**src/common/axiMemPkg.sv**
```systemverilog
// shared widths, channel structs and the size helper for the AXI4 memory slave
// only INCR bursts are modelled, so no burst-type field travels with a request
package axiMemPkg;

  // ----------------------------------------
  // bus widths
  // ----------------------------------------
  localparam int IdWidth   = 4;
  localparam int AddrWidth = 32;
  localparam int DataWidth = 32;
  localparam int StrbWidth = DataWidth / 8;
  localparam int LenWidth  = 8;   // AXI4 burst length, beats minus one
  localparam int SizeWidth = 3;

  localparam int ByteBits = $clog2(StrbWidth);  // byte offset bits within a word

  localparam logic [1:0] RespOkay = 2'b00;

  // ----------------------------------------
  // channel payloads
  // ----------------------------------------

  // one AW or AR request
  typedef struct packed {
    logic [IdWidth-1:0]   id;
    logic [AddrWidth-1:0] addr;
    logic [LenWidth-1:0]  len;
    logic [SizeWidth-1:0] size;
  } burstReq_t;

  // one W beat
  typedef struct packed {
    logic [DataWidth-1:0] data;
    logic [StrbWidth-1:0] strb;
    logic                 last;
  } wBeat_t;

  // one R beat
  typedef struct packed {
    logic [IdWidth-1:0]   id;
    logic [DataWidth-1:0] data;
    logic                 last;
  } rBeat_t;

  // bytes per beat for an AXSIZE value
  function automatic logic [AddrWidth-1:0] sizeBytes(input logic [SizeWidth-1:0] size);
    return AddrWidth'(1) << size;
  endfunction

endpackage

```
**src/readPath/readEngine.sv**
```systemverilog
// read data phase, one memory read per beat, next fetch only after RREADY
// MemWords must be a power of two, addresses wrap inside the memory
`timescale 1ns/1ns

module readEngine import axiMemPkg::*; #(
  parameter int MemWords = 256
) (
  input  logic                        ACLK,
  input  logic                        ARESETn,
  input  burstReq_t                   req,
  input  logic                        reqValid,
  output logic                        reqReady,
  output rBeat_t                      rBeat,
  output logic                        RVALID,
  input  logic                        RREADY,
  output logic                        rdEn,
  output logic [$clog2(MemWords)-1:0] rdIndex,
  input  logic [DataWidth-1:0]        rdData
);

  localparam int IndexWidth = $clog2(MemWords);

  typedef enum logic [1:0] {
    RdIdle,
    RdFetch,  // memory access
    RdLoad,   // word into the R register
    RdHold    // RVALID up until RREADY
  } rdState_t;

  rdState_t             state;
  logic [LenWidth-1:0]  beatsLeft;
  logic [AddrWidth-1:0] addrQ;
  logic [SizeWidth-1:0] sizeQ;
  rBeat_t               rBeatQ;
  logic                 popReq;

  assign reqReady = (state == RdIdle);
  assign popReq   = reqValid && reqReady;
  assign rdEn     = (state == RdFetch);
  assign rdIndex  = addrQ[ByteBits +: IndexWidth];
  assign RVALID   = (state == RdHold);
  assign rBeat    = rBeatQ;

  // ----------------------------------------
  // burst FSM
  // ----------------------------------------
  always_ff @(posedge ACLK or negedge ARESETn) begin
    if (!ARESETn) begin
      state     <= RdIdle;
      beatsLeft <= '0;
    end else begin
      case (state)
        RdIdle: begin
          if (popReq) begin
            state     <= RdFetch;
            beatsLeft <= req.len;
          end
        end
        RdFetch: begin
          state <= RdLoad;
          if (beatsLeft != '0) beatsLeft <= beatsLeft - 1'b1;
        end
        RdLoad: state <= RdHold;
        RdHold: begin
          if (RREADY) state <= rBeatQ.last ? RdIdle : RdFetch;
        end
        default: state <= RdIdle;
      endcase
    end
  end

  // address, ID and the R output register
  always_ff @(posedge ACLK) begin
    if (popReq) begin
      addrQ     <= req.addr;
      sizeQ     <= req.size;
      rBeatQ.id <= req.id;
    end
    if (rdEn) begin
      addrQ       <= addrQ + sizeBytes(sizeQ);
      rBeatQ.last <= (beatsLeft == '0);
    end
    if (state == RdLoad) rBeatQ.data <= rdData;
  end

endmodule

```
**config.mk**
```make
export PLATFORM = sky130hd
export DESIGN_NAME = readEngine
export DESIGN_NICKNAME = d
export VERILOG_FILES = /design/src/common/axiMemPkg.sv /design/src/readPath/readEngine.sv
export SDC_FILE = /design/constraint.sdc
export NUM_CORES = 1
export LEC_CHECK = 0
export BUFFER_PORTS_ARGS = -buffer_cell sky130_fd_sc_hd__buf_4
export CAP_MARGIN = 10
export CORE_AREA = 2 2 118 109
export CTS_CLUSTER_DIAMETER = 120
export CTS_CLUSTER_SIZE = 14
export DETAILED_ROUTE_END_ITERATION = 8
export DIE_AREA = 0 0 120 111
export PLACE_DENSITY = 0.59
export SETUP_SLACK_MARGIN = 0.1
export SKIP_CTS_REPAIR_TIMING = 1
export SYNTH_ARGS = -nofsm -noshare
export SYNTH_HDL_FRONTEND = slang
export SYNTH_SLANG_ARGS = --single-unit
```
**constraint.sdc**
```tcl
create_clock -name ACLK -period 3.76 [get_ports ACLK]
set_input_delay 0.376 -clock ACLK [delete_from_list [all_inputs] [get_ports ACLK]]
set_output_delay 0.376 -clock ACLK [all_outputs]
set_load 0.005 [all_outputs]
```
==> flow_summary.toml <==
[run_status]
status = "completed"

[power_and_ir_drop]
leakagePower_nw = 1.76
peakVddDrop_mv = 0.202
powerDensity_nw_per_um2 = 736

[logic_synthesis]
ys_seq_area_frac = 0.592
synth_edf_count = 50
ys_seq_elements = 60
yosysUniqueCellTypes = 52
synthAdderAreaFrac = 0.0659
synth-simple-area-share = 0.123
synthArstFlopShare = 0.167
synth_nets = 333
synth_ff_type = "edfxtp_1"
avgSynthCellArea_um2 = 12.6
muxShareOfSynthArea = 0.0287
syn_area_um2 = 2960
ys.warnings.count = 0
synth_top_family_by_area = "compound AO/OA/AOI/OAI gates"
synth_xor_area_frac = 0.00888
syn_inst = 235
synth_compound_area_frac = 0.135

[critical_path]
cp.required_ps = 3830
path_class = "reg -> reg"
crit_path_max_fanout = 8
end_kind = "flip-flop"
startpoint_type = "flip-flop"
arrival_ps = 2580

[timing]
slew-limit-headroom = 0.603
period_share = 0.668
fmax_ghz = 0.398
worst-slew-pin-transition_ps = 596
fin_skew_ps = 5.67
tns_ps = 0
drv_slew = 0
finalSetupViolCount = 0
hold_ws_ps = 228
hold_viol_final = 0
rsz0062_at_grt = "no"
period_needed_ps = 2510

[detailed_routing]
wl_per_cell_um = 14.4
vias = 2234
drt_iter0_drc = 78
finalWirelength_mm = 7.41
ant_nets = 0
remaining_drc_errors = 0
viasPerCell = 4.35
firstDrtPassIters = 5

[cts]
cts.sinks = 60
insertion_delay_ps = 320
htreeDepth = 3
cts_tree = "done"
cts_root_buffer = "clkbuf_16"
path_clk_slew_ps = 50
cts_buffers = 9
cts_buffer_depth = 2

[floorplanning]
dieHeight_um = 111
start_util = 0.242
pin_count = 131
rows = 39
dieWidth_um = 120
core-area_um2 = 12200
die_area_um2 = 13300

[layout]
drive_above_1_share = 0.393
fin_util = 0.342
fin_nets = 442
finalNonFillerCells = 513
syn_to_final_growth_pct = 41.5
nFillCells = 1243
antenna_cells = 0
regArea_um2 = 1750
multi_input_area_um2 = 1070

[global_route]
overflow = 0
grt_usage = 0.115
grt_max_degree = 33
grt_pass1_vias = 2314
grt_pass1_wl_mm = 11.8
antenna_found_initial = 0

[place]
io_buffers = 108
gp_congestion = 0.782
dp_hpwl_mm = 5.65
dp.cells = 496

[run]
max-cap-violations = 0

[worst_hold_path]
hp-class = "in -> reg"
==> report_power, final <==
group	internal, mW	switching, mW	total (mW)
clock network	0.441	0.281	0.722
registers	1.03	0.143	1.18
logic	0.562	0.621	1.18
total	2.03	1.05	3.08
==> cell usage in the layout (no fill, tap or decap), types with 3 or more instances in the layout <==
master and count:
o21a_1 3, a21oi_1 9, buf_4 111, or3_1 5
o21ai_0 12, a211oi_1 3, mux2_2 4, mux2i_1 4
nor2b_1 7, nor3b_1 5, inv_1 15, and3b_1 3
nor3_1 7, nor2_1 13, dfrtp_1 10, o211ai_1 4
ha_1 14, edfxtp_1 50, nand2_1 11, a21o_1 3
clkbuf_16 9
==> logic make-up (layout without fill, tap and decap cells) <==
kind of cell / count (synthesis) / count (layout)
adder cells (fa/ha/maj): 15 / 15
multiplexers: 8 / 8
AND/OR/NAND/NOR: 65 / 65
XOR/XNOR: 3 / 3
AO/OA/AOI/OAI: 55 / 55
buffers and inverters: 29 / 143
flip-flops: 60 / 60
==> routing by layer <==
| metal | share of wire | up-vias | global-route usage |
|---|---|---|---|
| li1 | - | 1098 | - |
| met1 | 0.44 | 1082 | 0.141 |
| met2 | 0.52 | 47 | 0.193 |
| met3 | 0.033 | 7 | 0.0298 |
| met4 | 0.015 | 0 | 0.0455 |
| met5 | 0 | - | 0 |
==> cell type report <==
class / instances / area share
Timing Repair Buffer: 112 / 0.201
Multi-Input combinational cell: 146 / 0.255
Clock inverter: 5 / 0.00687
Inverter: 15 / 0.0134
Tap cell: 164 / 0.0490
Clock buffer: 11 / 0.0556
Sequential cell: 60 / 0.418
==> cell usage after synthesis (3+ instances only) <==
library cell | count | area (um^2)
a211oi_1 | 3 | 22.5
a21o_1 | 3 | 22.5
a21oi_1 | 9 | 45.0
and3b_1 | 3 | 26.3
buf_4 | 8 | 60.1
clkbuf_1 | 4 | 15.0
dfrtp_1 | 10 | 250
edfxtp_1 | 50 | 1500
ha_1 | 14 | 175
inv_1 | 15 | 56.3
mux2_2 | 4 | 45.0
mux2i_1 | 4 | 40.0
nand2_1 | 11 | 41.3
nor2_1 | 13 | 48.8
nor2b_1 | 7 | 43.8
nor3_1 | 7 | 35.0
nor3b_1 | 5 | 37.5
o211ai_1 | 4 | 30.0
o21a_1 | 3 | 22.5
o21ai_0 | 12 | 60.1
or3_1 | 5 | 31.3
==> stage by stage <==
stage	setup WS [ps]	power [mW]	area, um^2
2_1_floorplan	1480	1.91	2960
3_3_place_gp	1270	2.35	3920
3_5_place_dp	1270	2.39	3920
4_1_cts	1250	3.13	4180
5_1_grt	1110	3.31	4190
6_report	1250	3.08	4190
==> state kept, by name, summed over array words and instances (netlist names) <==
register and cells:
sizeQ 3, rBeat 37, state 2, beatsLeft 8, addrQ 10
==> worst max-delay path, stage by stage (launching register included) <==
cell and delay, ps:
edfxtp_1 490, or3b_2 540, inv_1 80, ha_1 230, a211oi_1 290, o21ai_0 190, xor2_1 170, mux2_2 270
==> worst paths after layout <==
kind / from / to / slack, ps / cells after the start
worst max-delay path: sizeQ[1] / addrQ[5] / 1250 / 7
worst min-delay path: rdData[0] / rBeat[1] / 230 / 1
worst max register to register: sizeQ[1] / addrQ[5] / 1250 / 7
worst min register to register: beatsLeft[7] / beatsLeft[7] / 550 / 1
max in group asynchronous: ARESETn / state[1] / 3170 / 2
min in group asynchronous: ARESETn / beatsLeft[0] / 440 / 2
(Power assumes the default switching activity.)
