File: src/common/axiMemPkg.sv
// shared widths, channel structs and the size helper for the AXI4 memory slave
// only INCR bursts are modelled, so no burst-type field travels with a request
package axiMemPkg;

  // ----------------------------------------
  // bus widths
  // ----------------------------------------
  localparam int IdWidth   = 4;
  localparam int AddrWidth = 32;
  localparam int DataWidth = 32;
  localparam int StrbWidth = DataWidth / 8;
  localparam int LenWidth  = 8;   // AXI4 burst length, beats minus one
  localparam int SizeWidth = 3;

  localparam int ByteBits = $clog2(StrbWidth);  // byte offset bits within a word

  localparam logic [1:0] RespOkay = 2'b00;

  // ----------------------------------------
  // channel payloads
  // ----------------------------------------

  // one AW or AR request
  typedef struct packed {
    logic [IdWidth-1:0]   id;
    logic [AddrWidth-1:0] addr;
    logic [LenWidth-1:0]  len;
    logic [SizeWidth-1:0] size;
  } burstReq_t;

  // one W beat
  typedef struct packed {
    logic [DataWidth-1:0] data;
    logic [StrbWidth-1:0] strb;
    logic                 last;
  } wBeat_t;

  // one R beat
  typedef struct packed {
    logic [IdWidth-1:0]   id;
    logic [DataWidth-1:0] data;
    logic                 last;
  } rBeat_t;

  // bytes per beat for an AXSIZE value
  function automatic logic [AddrWidth-1:0] sizeBytes(input logic [SizeWidth-1:0] size);
    return AddrWidth'(1) << size;
  endfunction

endpackage

File: src/writePath/writeEngine.sv
// write data phase, one burst at a time, every burst stepped as INCR
// MemWords must be a power of two, addresses wrap inside the memory
`timescale 1ns/1ns

module writeEngine import axiMemPkg::*; #(
  parameter int MemWords = 256
) (
  input  logic                        ACLK,
  input  logic                        ARESETn,
  input  burstReq_t                   req,
  input  logic                        reqValid,
  output logic                        reqReady,
  input  wBeat_t                      wBeat,
  input  logic                        WVALID,
  output logic                        WREADY,
  output logic [IdWidth-1:0]          BID,
  output logic                        BVALID,
  input  logic                        BREADY,
  output logic                        wrEn,
  output logic [$clog2(MemWords)-1:0] wrIndex,
  output logic [DataWidth-1:0]        wrData,
  output logic [StrbWidth-1:0]        wrStrb
);

  localparam int IndexWidth = $clog2(MemWords);

  typedef enum logic [1:0] {
    WrIdle,
    WrData,
    WrResp
  } wrState_t;

  wrState_t             state;
  logic [LenWidth-1:0]  beatsLeft;  // beats after the current one
  logic [IdWidth-1:0]   idQ;
  logic [AddrWidth-1:0] addrQ;
  logic [SizeWidth-1:0] sizeQ;
  logic                 popReq;
  logic                 beatDone;

  assign reqReady = (state == WrIdle);
  assign popReq   = reqValid && reqReady;
  assign WREADY   = (state == WrData);
  assign beatDone = WVALID && WREADY;
  assign BVALID   = (state == WrResp);
  assign BID      = idQ;

  // memory write port, the beat lands at the handshake edge
  // WLAST is not checked, the burst ends on the beat count
  assign wrEn    = beatDone;
  assign wrIndex = addrQ[ByteBits +: IndexWidth];
  assign wrData  = wBeat.data;
  assign wrStrb  = wBeat.strb;

  // ----------------------------------------
  // burst FSM
  // ----------------------------------------
  always_ff @(posedge ACLK or negedge ARESETn) begin
    if (!ARESETn) begin
      state     <= WrIdle;
      beatsLeft <= '0;
    end else begin
      case (state)
        WrIdle: begin
          if (popReq) begin
            state     <= WrData;
            beatsLeft <= req.len;
          end
        end
        WrData: begin
          if (beatDone) begin
            if (beatsLeft == '0) state <= WrResp;
            else beatsLeft <= beatsLeft - 1'b1;
          end
        end
        WrResp: begin
          if (BREADY) state <= WrIdle;  // next request may pop now
        end
        default: state <= WrIdle;
      endcase
    end
  end

  // ----------------------------------------
  // burst address and ID
  // ----------------------------------------
  always_ff @(posedge ACLK) begin
    if (popReq) begin
      idQ   <= req.id;
      addrQ <= req.addr;
      sizeQ <= req.size;
    end else if (beatDone) begin
      addrQ <= addrQ + sizeBytes(sizeQ);  // narrow beats step by 1 or 2 bytes
    end
  end

endmodule

File: config.mk
export PLATFORM = sky130hd
export DESIGN_NAME = writeEngine
export DESIGN_NICKNAME = d
export VERILOG_FILES = /design/src/common/axiMemPkg.sv /design/src/writePath/writeEngine.sv
export SDC_FILE = /design/constraint.sdc
export NUM_CORES = 1
export LEC_CHECK = 0
export BUFFER_PORTS_ARGS = -buffer_cell sky130_fd_sc_hd__buf_2
export CELL_PAD_IN_SITES_DETAIL_PLACEMENT = 1
export CELL_PAD_IN_SITES_GLOBAL_PLACEMENT = 1
export CORE_MARGIN = 1.5
export CORE_UTILIZATION = 29
export CTS_BUF_LIST = sky130_fd_sc_hd__clkbuf_16
export CTS_CLUSTER_DIAMETER = 120
export CTS_CLUSTER_SIZE = 28
export DETAILED_ROUTE_END_ITERATION = 12
export PLACE_DENSITY_LB_ADDON = 0.1
export SLEW_MARGIN = 20
export SYNTH_ARGS = -nofsm -noshare
export SYNTH_HDL_FRONTEND = slang
export SYNTH_SLANG_ARGS = --single-unit
File: constraint.sdc
create_clock -name ACLK -period 3.3 [get_ports ACLK]
set_input_delay 0.495 -clock ACLK [delete_from_list [all_inputs] [get_ports ACLK]]
set_output_delay 0.495 -clock ACLK [all_outputs]
set_load 0.05 [all_outputs]
==> metrics.txt <==
setup violation total in the final timing report 0; crit start category register; routed wirelength normalized by instance count 16.03 um; DR vias 1488; TritonCTS Buffers 3; combinational power share 51.8%; maximum fanout along the worst path 8; H-tree depth 1; Tmin final 2636 ps; Leak 0.8742 nW; Num Clock Sinks 27; cell types occupying the most area after synthesis sky130_fd_sc_hd__edfxtp_1 25%, sky130_fd_sc_hd__buf_4 17%, sky130_fd_sc_hd__dfrtp_1 12%, sky130_fd_sc_hd__ha_1 6.2%, sky130_fd_sc_hd__o21ai_0 4.2%; clock root buffer sky130_fd_sc_hd__clkbuf_16; Post-CTS Setup Repair Bufs 0; Setup TNS Final 0 ps; DRC errors left 0; first-pass GRT wire length 7258 um; Detail Route Antenna Nets 0; Final nets 316; antenna diode count 0; clock tree from TritonCTS built; WP data arrival 2620 ps; largest net degree at the start of global routing 20; WP data required 3290 ps; I/O pin cnt 141; share of total power consumed by net switching 45.92%; total nets after synthesis 314; Post-synth EDFFs 17; vias in the first global route 1490; fraction of layout instances using a drive strength above 1 26.98%; portion of total power attributed to sequential cells 32.8%; Hold Fails Final Rpt 0; post-DP HPWL 3681 um; count of placed standard cells including taps 291; clock latency of the later-clocked register in the worst-skew pair 270 ps; GRT Util Overall 12.39%; final setup skew 4.643 ps; number of maximum-capacitance constraint violations 0; Std-Cell Rows 30; post-route cell area 2073 um^2; total standard cell area after synthesis 2013 um^2; placeable core area 6756 um^2; chip height 86.32 um; end-of-flow core utilization 30.69%; number of synthesized register bits 27; Sw Pwr 0.0008715 W; clock transition at the registers of the reported paths 70 ps; detailed-router iteration count before antenna repair 4; Max Fclk 0.3794 GHz; setup slack after placement 668.6 ps; power per unit of standard cell area 915.5 nW/um^2; Area growth, synth to finish 2.983%; area of the die 7451 um^2; worst hold path class in -> async; Final Wtd Congestion 0.7532; Critical Setup Path Class reg -> reg; final count of pins violating max slew 0; post-synthesis cell type with the largest combined area sky130_fd_sc_hd__edfxtp_1; number of warning messages in the yosys log 0; Clk network pwr share 15.3%; Power Internal 0.001027 W; Chip Width 86.32 um; Mapped Avg Cell Area 9.407 um^2; remaining global-route overflow 0; initial cell density of the core 29.80%; share of flip-flops with an asynchronous set or reset after synthesis 37.04%; Layout Cells excl Fill 295; area share of the largest cell type after synthesis 25.36%; post-synthesis instance total 214; slew at the pin with the worst max-slew slack 722.1 ps; fin worst setup slack 664.4 ps; Yosys cell types 46; final cycle utilization of the critical path 79.87%; Max rail drop VDD 0.2767 mV; placed instance area 1991 um^2; detailed-route wire length 4729 um; CP endpoint kind register; number of buffers inserted by hold repair at cts 0; Most used DFF post-synth sky130_fd_sc_hd__edfxtp_1; worst slew margin relative to its limit 51.86%; RSZ-0062 raised after global routing no; Max clock buf depth 2; CTS-repair resized insts 0; sequential-to-total area share from yosys stat 37.79%; Vias per Instance 5.044; initial antenna violation count 0; first-iteration detailed-routing DRC count 42; outcome finished, final reports clean; buffers added on ports 45
-- cells in the final DEF (no fill, tap or decap), types with 3 or more instances in the layout --
| master | n |
|---|---|
| sky130_fd_sc_hd__inv_1 | 10 |
| sky130_fd_sc_hd__o21ai_1 | 4 |
| sky130_fd_sc_hd__buf_2 | 45 |
| sky130_fd_sc_hd__nor3_1 | 7 |
| sky130_fd_sc_hd__xor2_1 | 3 |
| sky130_fd_sc_hd__nor2_1 | 12 |
| sky130_fd_sc_hd__clkbuf_16 | 3 |
| sky130_fd_sc_hd__o21ai_0 | 17 |
| sky130_fd_sc_hd__o21a_1 | 4 |
| sky130_fd_sc_hd__nand2_1 | 12 |
| sky130_fd_sc_hd__a31oi_1 | 3 |
| sky130_fd_sc_hd__edfxtp_1 | 17 |
| sky130_fd_sc_hd__and2_1 | 3 |
| sky130_fd_sc_hd__a21o_1 | 3 |
| sky130_fd_sc_hd__nand2b_1 | 3 |
| sky130_fd_sc_hd__a22oi_1 | 3 |
| sky130_fd_sc_hd__ha_1 | 10 |
| sky130_fd_sc_hd__nor3b_1 | 3 |
| sky130_fd_sc_hd__a21oi_1 | 12 |
| sky130_fd_sc_hd__dfrtp_1 | 10 |
-- cell usage after synthesis, types with 2 or more instances --
cell                       instances
sky130_fd_sc_hd__nand2b_1          3
sky130_fd_sc_hd__o31a_1            2
sky130_fd_sc_hd__dfrtp_1          10
sky130_fd_sc_hd__nor2b_1           2
sky130_fd_sc_hd__a211oi_1          2
sky130_fd_sc_hd__o21ai_1           4
sky130_fd_sc_hd__inv_1            10
sky130_fd_sc_hd__edfxtp_1         17
sky130_fd_sc_hd__nand2_1          12
sky130_fd_sc_hd__xor2_1            3
sky130_fd_sc_hd__o21ai_0          17
sky130_fd_sc_hd__nor3_1            7
sky130_fd_sc_hd__nor2_1           12
sky130_fd_sc_hd__ha_1             10
sky130_fd_sc_hd__o21a_1            4
sky130_fd_sc_hd__xnor2_1           2
sky130_fd_sc_hd__a21oi_1          12
sky130_fd_sc_hd__a31oi_1           3
sky130_fd_sc_hd__a21o_1            3
sky130_fd_sc_hd__clkbuf_1          2
sky130_fd_sc_hd__buf_4            45
sky130_fd_sc_hd__a22oi_1           3
sky130_fd_sc_hd__and2_1            3
sky130_fd_sc_hd__o211ai_1          2
sky130_fd_sc_hd__nor3b_1           3
-- layout make-up --
cell class	count	area, um^2
repair buffers	46	232.7
flip-flops and latches	27	760.7
clock buffers	3	75.07
fillers	779	4683
inverters	10	37.54
clock inverters	1	7.507
well taps	80	100.1
multi-input cells	128	859.6
-- metrics by stage --
stage | hold WS (ps) | total power, W
5_1_grt | 86.87 | 0.002046
3_5_place_dp | 377.3 | 0.001626
6_report | 85.83 | 0.001898
4_1_cts | 85.75 | 0.001926
2_1_floorplan | 199.4 | 0.001579
3_3_place_gp | 379.6 | 0.001598
-- cells by family after synthesis --
| family | count (synthesis) | synth area share, % |
|---|---|---|
| AO/OA/AOI/OAI | 59 | 18.71 |
| adder cells (fa/ha/maj) | 11 | 7.209 |
| flip-flops | 27 | 37.79 |
| AND/OR/NAND/NOR | 51 | 13.55 |
| buffers and inverters | 59 | 19.51 |
| multiplexers | 2 | 1.057 |
| XOR/XNOR | 5 | 2.176 |
-- metal layers --
layer | vias up | routed length, um | GRT usage [%]
li1 | 712 | - | -
met5 | - | 0 | 0
met1 | 702 | 1862 | 13.62
met2 | 46 | 2388 | 22.44
met3 | 28 | 336 | 3.143
met4 | 0 | 141 | 5.425
-- flip-flops by register name, summed over array words and instances, names as in the netlist --
| register | flops |
|---|---|
| sizeQ | 3 |
| BID | 4 |
| state | 2 |
| addrQ | 10 |
| beatsLeft | 8 |
-- worst max-delay path, stage by stage (launching register included) --
cell and delay [ps]:
sky130_fd_sc_hd__edfxtp_1 510, sky130_fd_sc_hd__or3b_2 550, sky130_fd_sc_hd__inv_1 80, sky130_fd_sc_hd__ha_1 230, sky130_fd_sc_hd__a211oi_1 290, sky130_fd_sc_hd__o21ai_0 200, sky130_fd_sc_hd__a31oi_1 250, sky130_fd_sc_hd__xor2_1 160
sky130_fd_sc_hd__o21ai_0 80
-- path summary, 6_finish.rpt --
kind | startpoint | end | slack [ps] | cells after the start
min | ARESETn | beatsLeft[3] | 90 | 1
max in group asynchronous | ARESETn | beatsLeft[7] | 3010 | 1
min in group ACLK | req[43] | BID[0] | 400 | 1
max reg2reg | sizeQ[1] | addrQ[7] | 660 | 8
min reg2reg | beatsLeft[4] | beatsLeft[4] | 570 | 2
max | sizeQ[1] | addrQ[7] | 660 | 8
-- power groups by stage --
stage          clock, W  combinational, W  sequential, W
2_1_floorplan         0          0.000962       0.000618
3_3_place_gp          0          0.000973       0.000625
3_5_place_dp          0          0.000993       0.000633
4_1_cts        0.000300          0.000999       0.000626
5_1_grt        0.000315           0.00108       0.000646
6_report       0.000291          0.000984       0.000623
Power figures use the tool's default switching activity.
