File: config.mk
export PLATFORM = sky130hd
export DESIGN_NAME = addrFifo
export DESIGN_NICKNAME = d
export VERILOG_FILES = /design/src/common/axiMemPkg.sv /design/src/source/addrFifo.sv
export SDC_FILE = /design/constraint.sdc
export NUM_CORES = 1
export LEC_CHECK = 0
export ABC_CLOCK_PERIOD_IN_PS = 2400
export BUFFER_PORTS_ARGS = -buffer_cell sky130_fd_sc_hd__buf_4
export CORE_MARGIN = 5
export CORE_UTILIZATION = 30
export DETAILED_ROUTE_END_ITERATION = 16
export HOLD_SLACK_MARGIN = 0.1
export PLACE_DENSITY = 0.51
export REMOVE_ABC_BUFFERS = 1
export SYNTH_ARGS = -nofsm -noshare
export SYNTH_HDL_FRONTEND = slang
export SYNTH_SLANG_ARGS = --single-unit
File: constraint.sdc
create_clock -name ACLK -period 2.4 [get_ports ACLK]
set_clock_uncertainty 0.2 [all_clocks]
set_input_delay 0.24 -clock ACLK [delete_from_list [all_inputs] [get_ports ACLK]]
set_output_delay 0.24 -clock ACLK [all_outputs]
set_load 0.005 [all_outputs]
File: src/common/axiMemPkg.sv
// shared widths, channel structs and the size helper for the AXI4 memory slave
// only INCR bursts are modelled, so no burst-type field travels with a request
package axiMemPkg;

  // ----------------------------------------
  // bus widths
  // ----------------------------------------
  localparam int IdWidth   = 4;
  localparam int AddrWidth = 32;
  localparam int DataWidth = 32;
  localparam int StrbWidth = DataWidth / 8;
  localparam int LenWidth  = 8;   // AXI4 burst length, beats minus one
  localparam int SizeWidth = 3;

  localparam int ByteBits = $clog2(StrbWidth);  // byte offset bits within a word

  localparam logic [1:0] RespOkay = 2'b00;

  // ----------------------------------------
  // channel payloads
  // ----------------------------------------

  // one AW or AR request
  typedef struct packed {
    logic [IdWidth-1:0]   id;
    logic [AddrWidth-1:0] addr;
    logic [LenWidth-1:0]  len;
    logic [SizeWidth-1:0] size;
  } burstReq_t;

  // one W beat
  typedef struct packed {
    logic [DataWidth-1:0] data;
    logic [StrbWidth-1:0] strb;
    logic                 last;
  } wBeat_t;

  // one R beat
  typedef struct packed {
    logic [IdWidth-1:0]   id;
    logic [DataWidth-1:0] data;
    logic                 last;
  } rBeat_t;

  // bytes per beat for an AXSIZE value
  function automatic logic [AddrWidth-1:0] sizeBytes(input logic [SizeWidth-1:0] size);
    return AddrWidth'(1) << size;
  endfunction

endpackage

File: src/source/addrFifo.sv
// request queue for one address channel, holds up to FifoDepth bursts
// inReady is registered, so it stays low during reset and rises one cycle later
`timescale 1ns/1ns

module addrFifo import axiMemPkg::*; #(
  parameter int FifoDepth = 4
) (
  input  logic      ACLK,
  input  logic      ARESETn,
  input  burstReq_t inReq,
  input  logic      inValid,
  output logic      inReady,
  output burstReq_t outReq,
  output logic      outValid,
  input  logic      outReady
);

  localparam int PtrWidth   = (FifoDepth > 1) ? $clog2(FifoDepth) : 1;
  localparam int CountWidth = $clog2(FifoDepth + 1);

  burstReq_t slots [FifoDepth];

  logic [PtrWidth-1:0]   wrPtr;
  logic [PtrWidth-1:0]   rdPtr;
  logic [CountWidth-1:0] count;
  logic [CountWidth-1:0] countNext;
  logic                  push;
  logic                  pop;

  assign push     = inValid && inReady;
  assign pop      = outValid && outReady;
  assign outValid = (count != '0);
  assign outReq   = slots[rdPtr];

  always_comb begin
    countNext = count;
    if (push && !pop) countNext = count + 1'b1;
    else if (pop && !push) countNext = count - 1'b1;
  end

  // ----------------------------------------
  // pointers and fill level
  // ----------------------------------------
  always_ff @(posedge ACLK or negedge ARESETn) begin
    if (!ARESETn) begin
      wrPtr   <= '0;
      rdPtr   <= '0;
      count   <= '0;
      inReady <= 1'b0;
    end else begin
      if (push) wrPtr <= (wrPtr == PtrWidth'(FifoDepth - 1)) ? '0 : wrPtr + 1'b1;
      if (pop) rdPtr <= (rdPtr == PtrWidth'(FifoDepth - 1)) ? '0 : rdPtr + 1'b1;
      count   <= countNext;
      inReady <= (countNext != CountWidth'(FifoDepth));  // not full next cycle
    end
  end

  // storage
  always_ff @(posedge ACLK) begin
    if (push) slots[wrPtr] <= inReq;
  end

endmodule

==> results of run 1 <==
## kinds of logic after synthesis
group | Yosys count | share of synthesized area (%)
simple gates | 19 | 1.616
mux | 52 | 15.19
buf+inv | 15 | 1.514
compound gates | 8 | 0.8336
fa+ha+maj | 8 | 1.361
flops | 196 | 79.48
## layer usage
layer  vias up  part of all wire [%]
met3        10                   4.4
met5         -                     0
met2        78                    51
met1      1834                    43
met4         0                  0.78
li1       1611                     -
## power breakdown
group	internal, W	total (W)	switching (W)
combinational	0.00192	0.00343	0.00151
sequential	0.00447	0.00466	0.000195
clock	0.00144	0.00267	0.00123
## critical path, cell delays in order (launching register included)
cell,delay (ns)
dfrtp_4,0.50
buf_12,0.21
mux4_2,0.54
buf_4,0.15
## stage by stage
step	hold slack (ns)	power, W	cells
2_1_floorplan	-0.2556	0.006458	287
3_3_place_gp	-0.1322	0.008175	723
3_5_place_dp	-0.1322	0.008233	723
4_1_cts	0.3212	0.01103	808
5_1_grt	0.3429	0.01138	808
6_report	0.3520	0.01077	808
## flip-flops by register name, summed over array words and instances, names as in the netlist
name     flops
count        3
rdPtr        2
inReady      1
wrPtr        2
slots      188
## path summary, 6_finish.rpt
check                          start           end  depth (start not counted)  slack, ns
hold reg to reg             count[2]      count[2]                          1       0.35
hold / removal             inReq[29]  slots[2][29]                          2       0.35
setup reg to reg            count[0]       inReady                          6       0.49
min in group asynchronous    ARESETn      count[0]                          3       0.59
setup / recovery            rdPtr[0]    outReq[25]                          3       0.13
max in group asynchronous    ARESETn      rdPtr[0]                          3       1.10
## what timing repair did
item | in CTS | in global routing
setup buffers | 2 | 0
endpoints found under the hold margin | 203 | 0
setup endpoints to repair | 34 | 0
hold buffers | 51 | 0
## cell usage after synthesis, drive strengths merged
master and number:
a21bo 1, a21o 2, a21oi 1, and3 6, buf 9, clkbuf 2, dfrtp 8, edfxtp 188
ha 8, inv 4, mux2 4, mux2i 1, mux4 47, nand2 2, nand2b 2, nand3 2
nor2 2, nor3 3, nor3b 1, nor4 1, o211ai 1, o21a 1, o31ai 2
## area by class of cell
class | instances | share of cell area [%]
multi-input combinational | 87 | 14.42
clock buffer | 18 | 4.429
tap | 324 | 4.183
clock inverter | 14 | 1.304
timing repair buffer | 165 | 15.13
sequential | 196 | 60.37
inverter | 4 | 0.1549
==> run metrics, run 1 <==
Synth Instances=between 200 and 300; GR peak layer=met2; Die Wd=around 170 um; critical path capture point type=output pin; Cell Area, Synth=~7400 sq um; TritonCTS clock tree=yes; gr ovfl total=0; Hold WC Path Type=input pin to flop; Yosys top cell area share=76.76%; layout cell share with drive strength beyond 1=42.15%; grt met1 use=13.28%; Final Worst Setup Slack=0.1314 ns; largest net degree at the start of global routing=39; IO buf count=99; Final nets=530; f_max=440.8 MHz; Sequential Area=5851 sq um; VDD IR max=0.4812 mV; synth-to-layout area growth=31.76%; Synth area leaders=edfxtp_1, mux4_2, dfrtp_1, ha_1, mux2_2; post-synth cell types=32; number of vias after detailed routing=approximately 3.5k; Max Root-Sink Buffers=2; CP Data Required Time=1.96 ns; Worst slew margin=72.87%; n_diodes=0; Synth Register Bits=approximately 200; Post-DP Area=approximately 8600 sq um; WS Path Type=flop to output pin; area leader, netlist=edfxtp_1; Site Rows=57; Pwr Density=1111 nW/um^2; final WL=14500 um; most frequent cells in the layout=edfxtp_1, buf_4, dlygate4sd3_1, mux4_2, clkbuf_16; Final setup viols=0; core box area=between 20000 and 25000 sq um; dpl hpwl=8850 um; Leakage Power=3.356 nW; Final Cell Area=9691 sq um; RSZ-0062 raised after global routing=false; Post-DRT Antenna Nets=0; commonest non-fill, non-tap cell in the layout=edfxtp_1; TNS Setup=0 ns; die area=27750 sq um; Arrival @ worst endpoint=1.83 ns; DR WL/cell=17.95 um; CP Max Fanout=17; Seq/Total Area, Yosys=about four fifths; Detailed Routing Iterations Pass 1=5; vias in the first global route=~4.0k; area of the multi-input gates=1398 sq um; max_cap viols=0; final core utilization=39.96%; met3 Usage GRT=3.152%; fin crit share=94.53%; CTS Buf Count=17; number of I/O pins=100; Slew Limit Fails=0; root buf cell=clkbuf_16; Synth Warn #=0; die height=166.6 um; Initial DRC Count=185; clock sinks=about 200; Worst Tran Pin Value=0.4070 ns; initial antenna violation count=0; Global Route Usage Sum=10.58%; met2 GRT Util=18.11%; outcome=finished, final reports clean; # DRC=0; Syn Area/Cell=24.68 sq um; post-cts sizing count=0; Worst setup SP type=flop; clk slew on worst S/H paths=about 0.070 ns; pre-CTS setup slack=0.3877 ns; first-pass GRT wire length=between 20000 and 25000 um; H-tree depth=4; GP Congestion=0.6512; FILL cells=approximately 2.2k; DR vias/cell=4.373; Worst-Skew Late Latency=approximately 0.42 ns; Hold Vio Cnt, Final=0; Initial Utilization=between 30 and 40%; Final Critical Period=2.269 ns
Power figures use the tool's default switching activity.
==> run 2: changes to the inputs <==
- CORE_UTILIZATION: 30 -> 45
- PLACE_DENSITY: 0.51 -> 0.69
==> run metrics, run 2 (synthesized netlist as in run 1, its figures left out) <==
outcome=finished, final reports clean; delay-heaviest family, CP=multiplexers; largest net degree at the start of global routing=50; Initial Utilization=roughly 46%; # DRC=0; final core utilization=about 60%; clk slew on worst S/H paths=about 0.070 ns; layout cell share with drive strength beyond 1=41.91%; met3 Usage GRT=3.871%; Min-Delay Endpoint=slots[1][19]; Site Rows=46; TNS Setup=0 ns; Critical-path top delay cell=mux4_2; biggest regs=slots x188, count x3; die height=137.8 um; dpl hpwl=8191 um; Worst slew margin=68.23%; Pwr Density=1115 nW/um^2; Leakage Power=between 3 and 4 nW; Worst setup SP type=flop; grt met1 use=18.75%; worst flop-to-flop path startpoint=count[0]; Worst Tran Pin Value=0.4765 ns; Worst Hold Depth=2; CP Data Required Time=1.96 ns; fin crit share=96.13%; fin cells=698; VDD IR max=0.5231 mV; number of vias after detailed routing=3541; met2 GRT Util=25.70%; synth-to-layout area growth=29.47%; R2R cell count=6; Final nets=528; number of I/O pins=100; critical path capture point type=output pin; number of buffers and inverters on the critical path=2; final WL=13480 um; vias in the first global route=3837; initial antenna violation count=0; Hold WC Path Type=input pin to flop; Arrival @ worst endpoint=1.87 ns; Pwr Total=0.01062 W; Worst-Skew Late Latency=0.42 ns; f_max=433.4 MHz; root buf cell=clkbuf_16; CP Max Fanout=18; die area=19000 sq um; H-tree depth=4; TritonCTS clock tree=yes; most frequent cells in the layout=edfxtp_1, buf_4, dlygate4sd3_1, mux4_2, clkbuf_16; WS Path Type=flop to output pin; first-pass GRT wire length=20770 um; Post-DRT Antenna Nets=0; slowest cell delay on critical path=0.54 ns; GP Congestion=0.7206; CP Cell Sequence=buf_12 > mux4_2 > buf_4; DR vias/cell=5.073; Hold Vio Cnt, Final=0; Final Critical Period=about 2.3 ns; Placed Cells incl. Taps=613; DR WL/cell=19.31 um; reg-to-reg endpoint=inReady; Final setup viols=0; clock sinks=196; RSZ-0062 raised after global routing=false; max_cap viols=0; GR peak layer=met2; number of flip-flops in the largest register=approximately 190; Global Route Usage Sum=14.99%; instance count on the critical path=3; start point of the worst hold path=inReq[19]; CTS Buf Count=17; Detailed Routing Iterations Pass 1=5; Die Wd=between 100 and 150 um; r2r setup slk=0.50 ns; gr ovfl total=0; Initial DRC Count=202; Top reg by flops=slots; Max Root-Sink Buffers=2; IO buf count=99; Slew Limit Fails=0; n_diodes=0; commonest non-fill, non-tap cell in the layout=edfxtp_1; core box area=15940 sq um
run 2: changes by cell type in the layout (fill, tap and decap cells not counted), sizes merged:
cell / before / now
clkinv: 6 / 7
bufinv: 1 / 0
buf: 114 / 112
run 2: metrics by stage:
| step | instance area (sq um) | worst slack [ns] | hold WS [ns] |
|---|---|---|---|
| after detailed placement | 8434 | 0.3872 | -0.1286 |
| after global routing | 9522 | 0.009028 | 0.3513 |
| after global placement | 8434 | 0.3908 | -0.1318 |
| final | 9522 | 0.09279 | 0.3513 |
| after CTS | 9527 | 0.01053 | 0.3372 |
| after floorplan | 7258 | -0.7202 | -0.2556 |
run 2: worst max path at each step:
stage	from	to	slack, ns
finish	rdPtr[0]	outReq[28]	0.09
global route	rdPtr[0]	outReq[26]	0.009
CTS	rdPtr[0]	outReq[6]	0.01
detailed placement	rdPtr[0]	outReq[1]	0.39
global placement	rdPtr[0]	outReq[1]	0.39
floorplan	rdPtr[0]	outReq[1]	-0.72
run 2: power breakdown:
group          internal, W  switching (W)  leakage (nW)
Clock              0.00134        0.00121         0.256
Sequential         0.00447       0.000207          1.81
Combinational      0.00191        0.00149          1.27
run 2: worst reg2reg max path, delay by kind of cell, from the launching register on:
family,cells,cell delay (ns)
AO/OA/AOI/OAI,2,0.49
flip-flops,1,0.44
AND/OR/NAND/NOR,2,0.35
adder cells (fa/ha/maj),1,0.19
buffers and inverters,1,0.12
run 2: layout make-up:
class                   instances  area [sq um]
flip-flops and latches        196          5851
clock inverters                14         105.1
fillers                      1159          6421
multi-input cells              87          1398
clock buffers                  18         429.2
well taps                     216         270.3
repair buffers                163          1454
inverters                       4         15.01
run 2: metal layers:
metal	up-vias	share of wire, %
li1	1612	-
met1	1835	41
met2	84	53
met3	10	5.1
met4	0	0.98
met5	-	0
run 2: timing repair:
action,in CTS,in global routing
gates resized for setup,1,1
hold buffers,51,0
buffers inserted,1,0
gates cloned,1,0
endpoints found under the setup margin,22,13
hold endpoints to repair,203,0
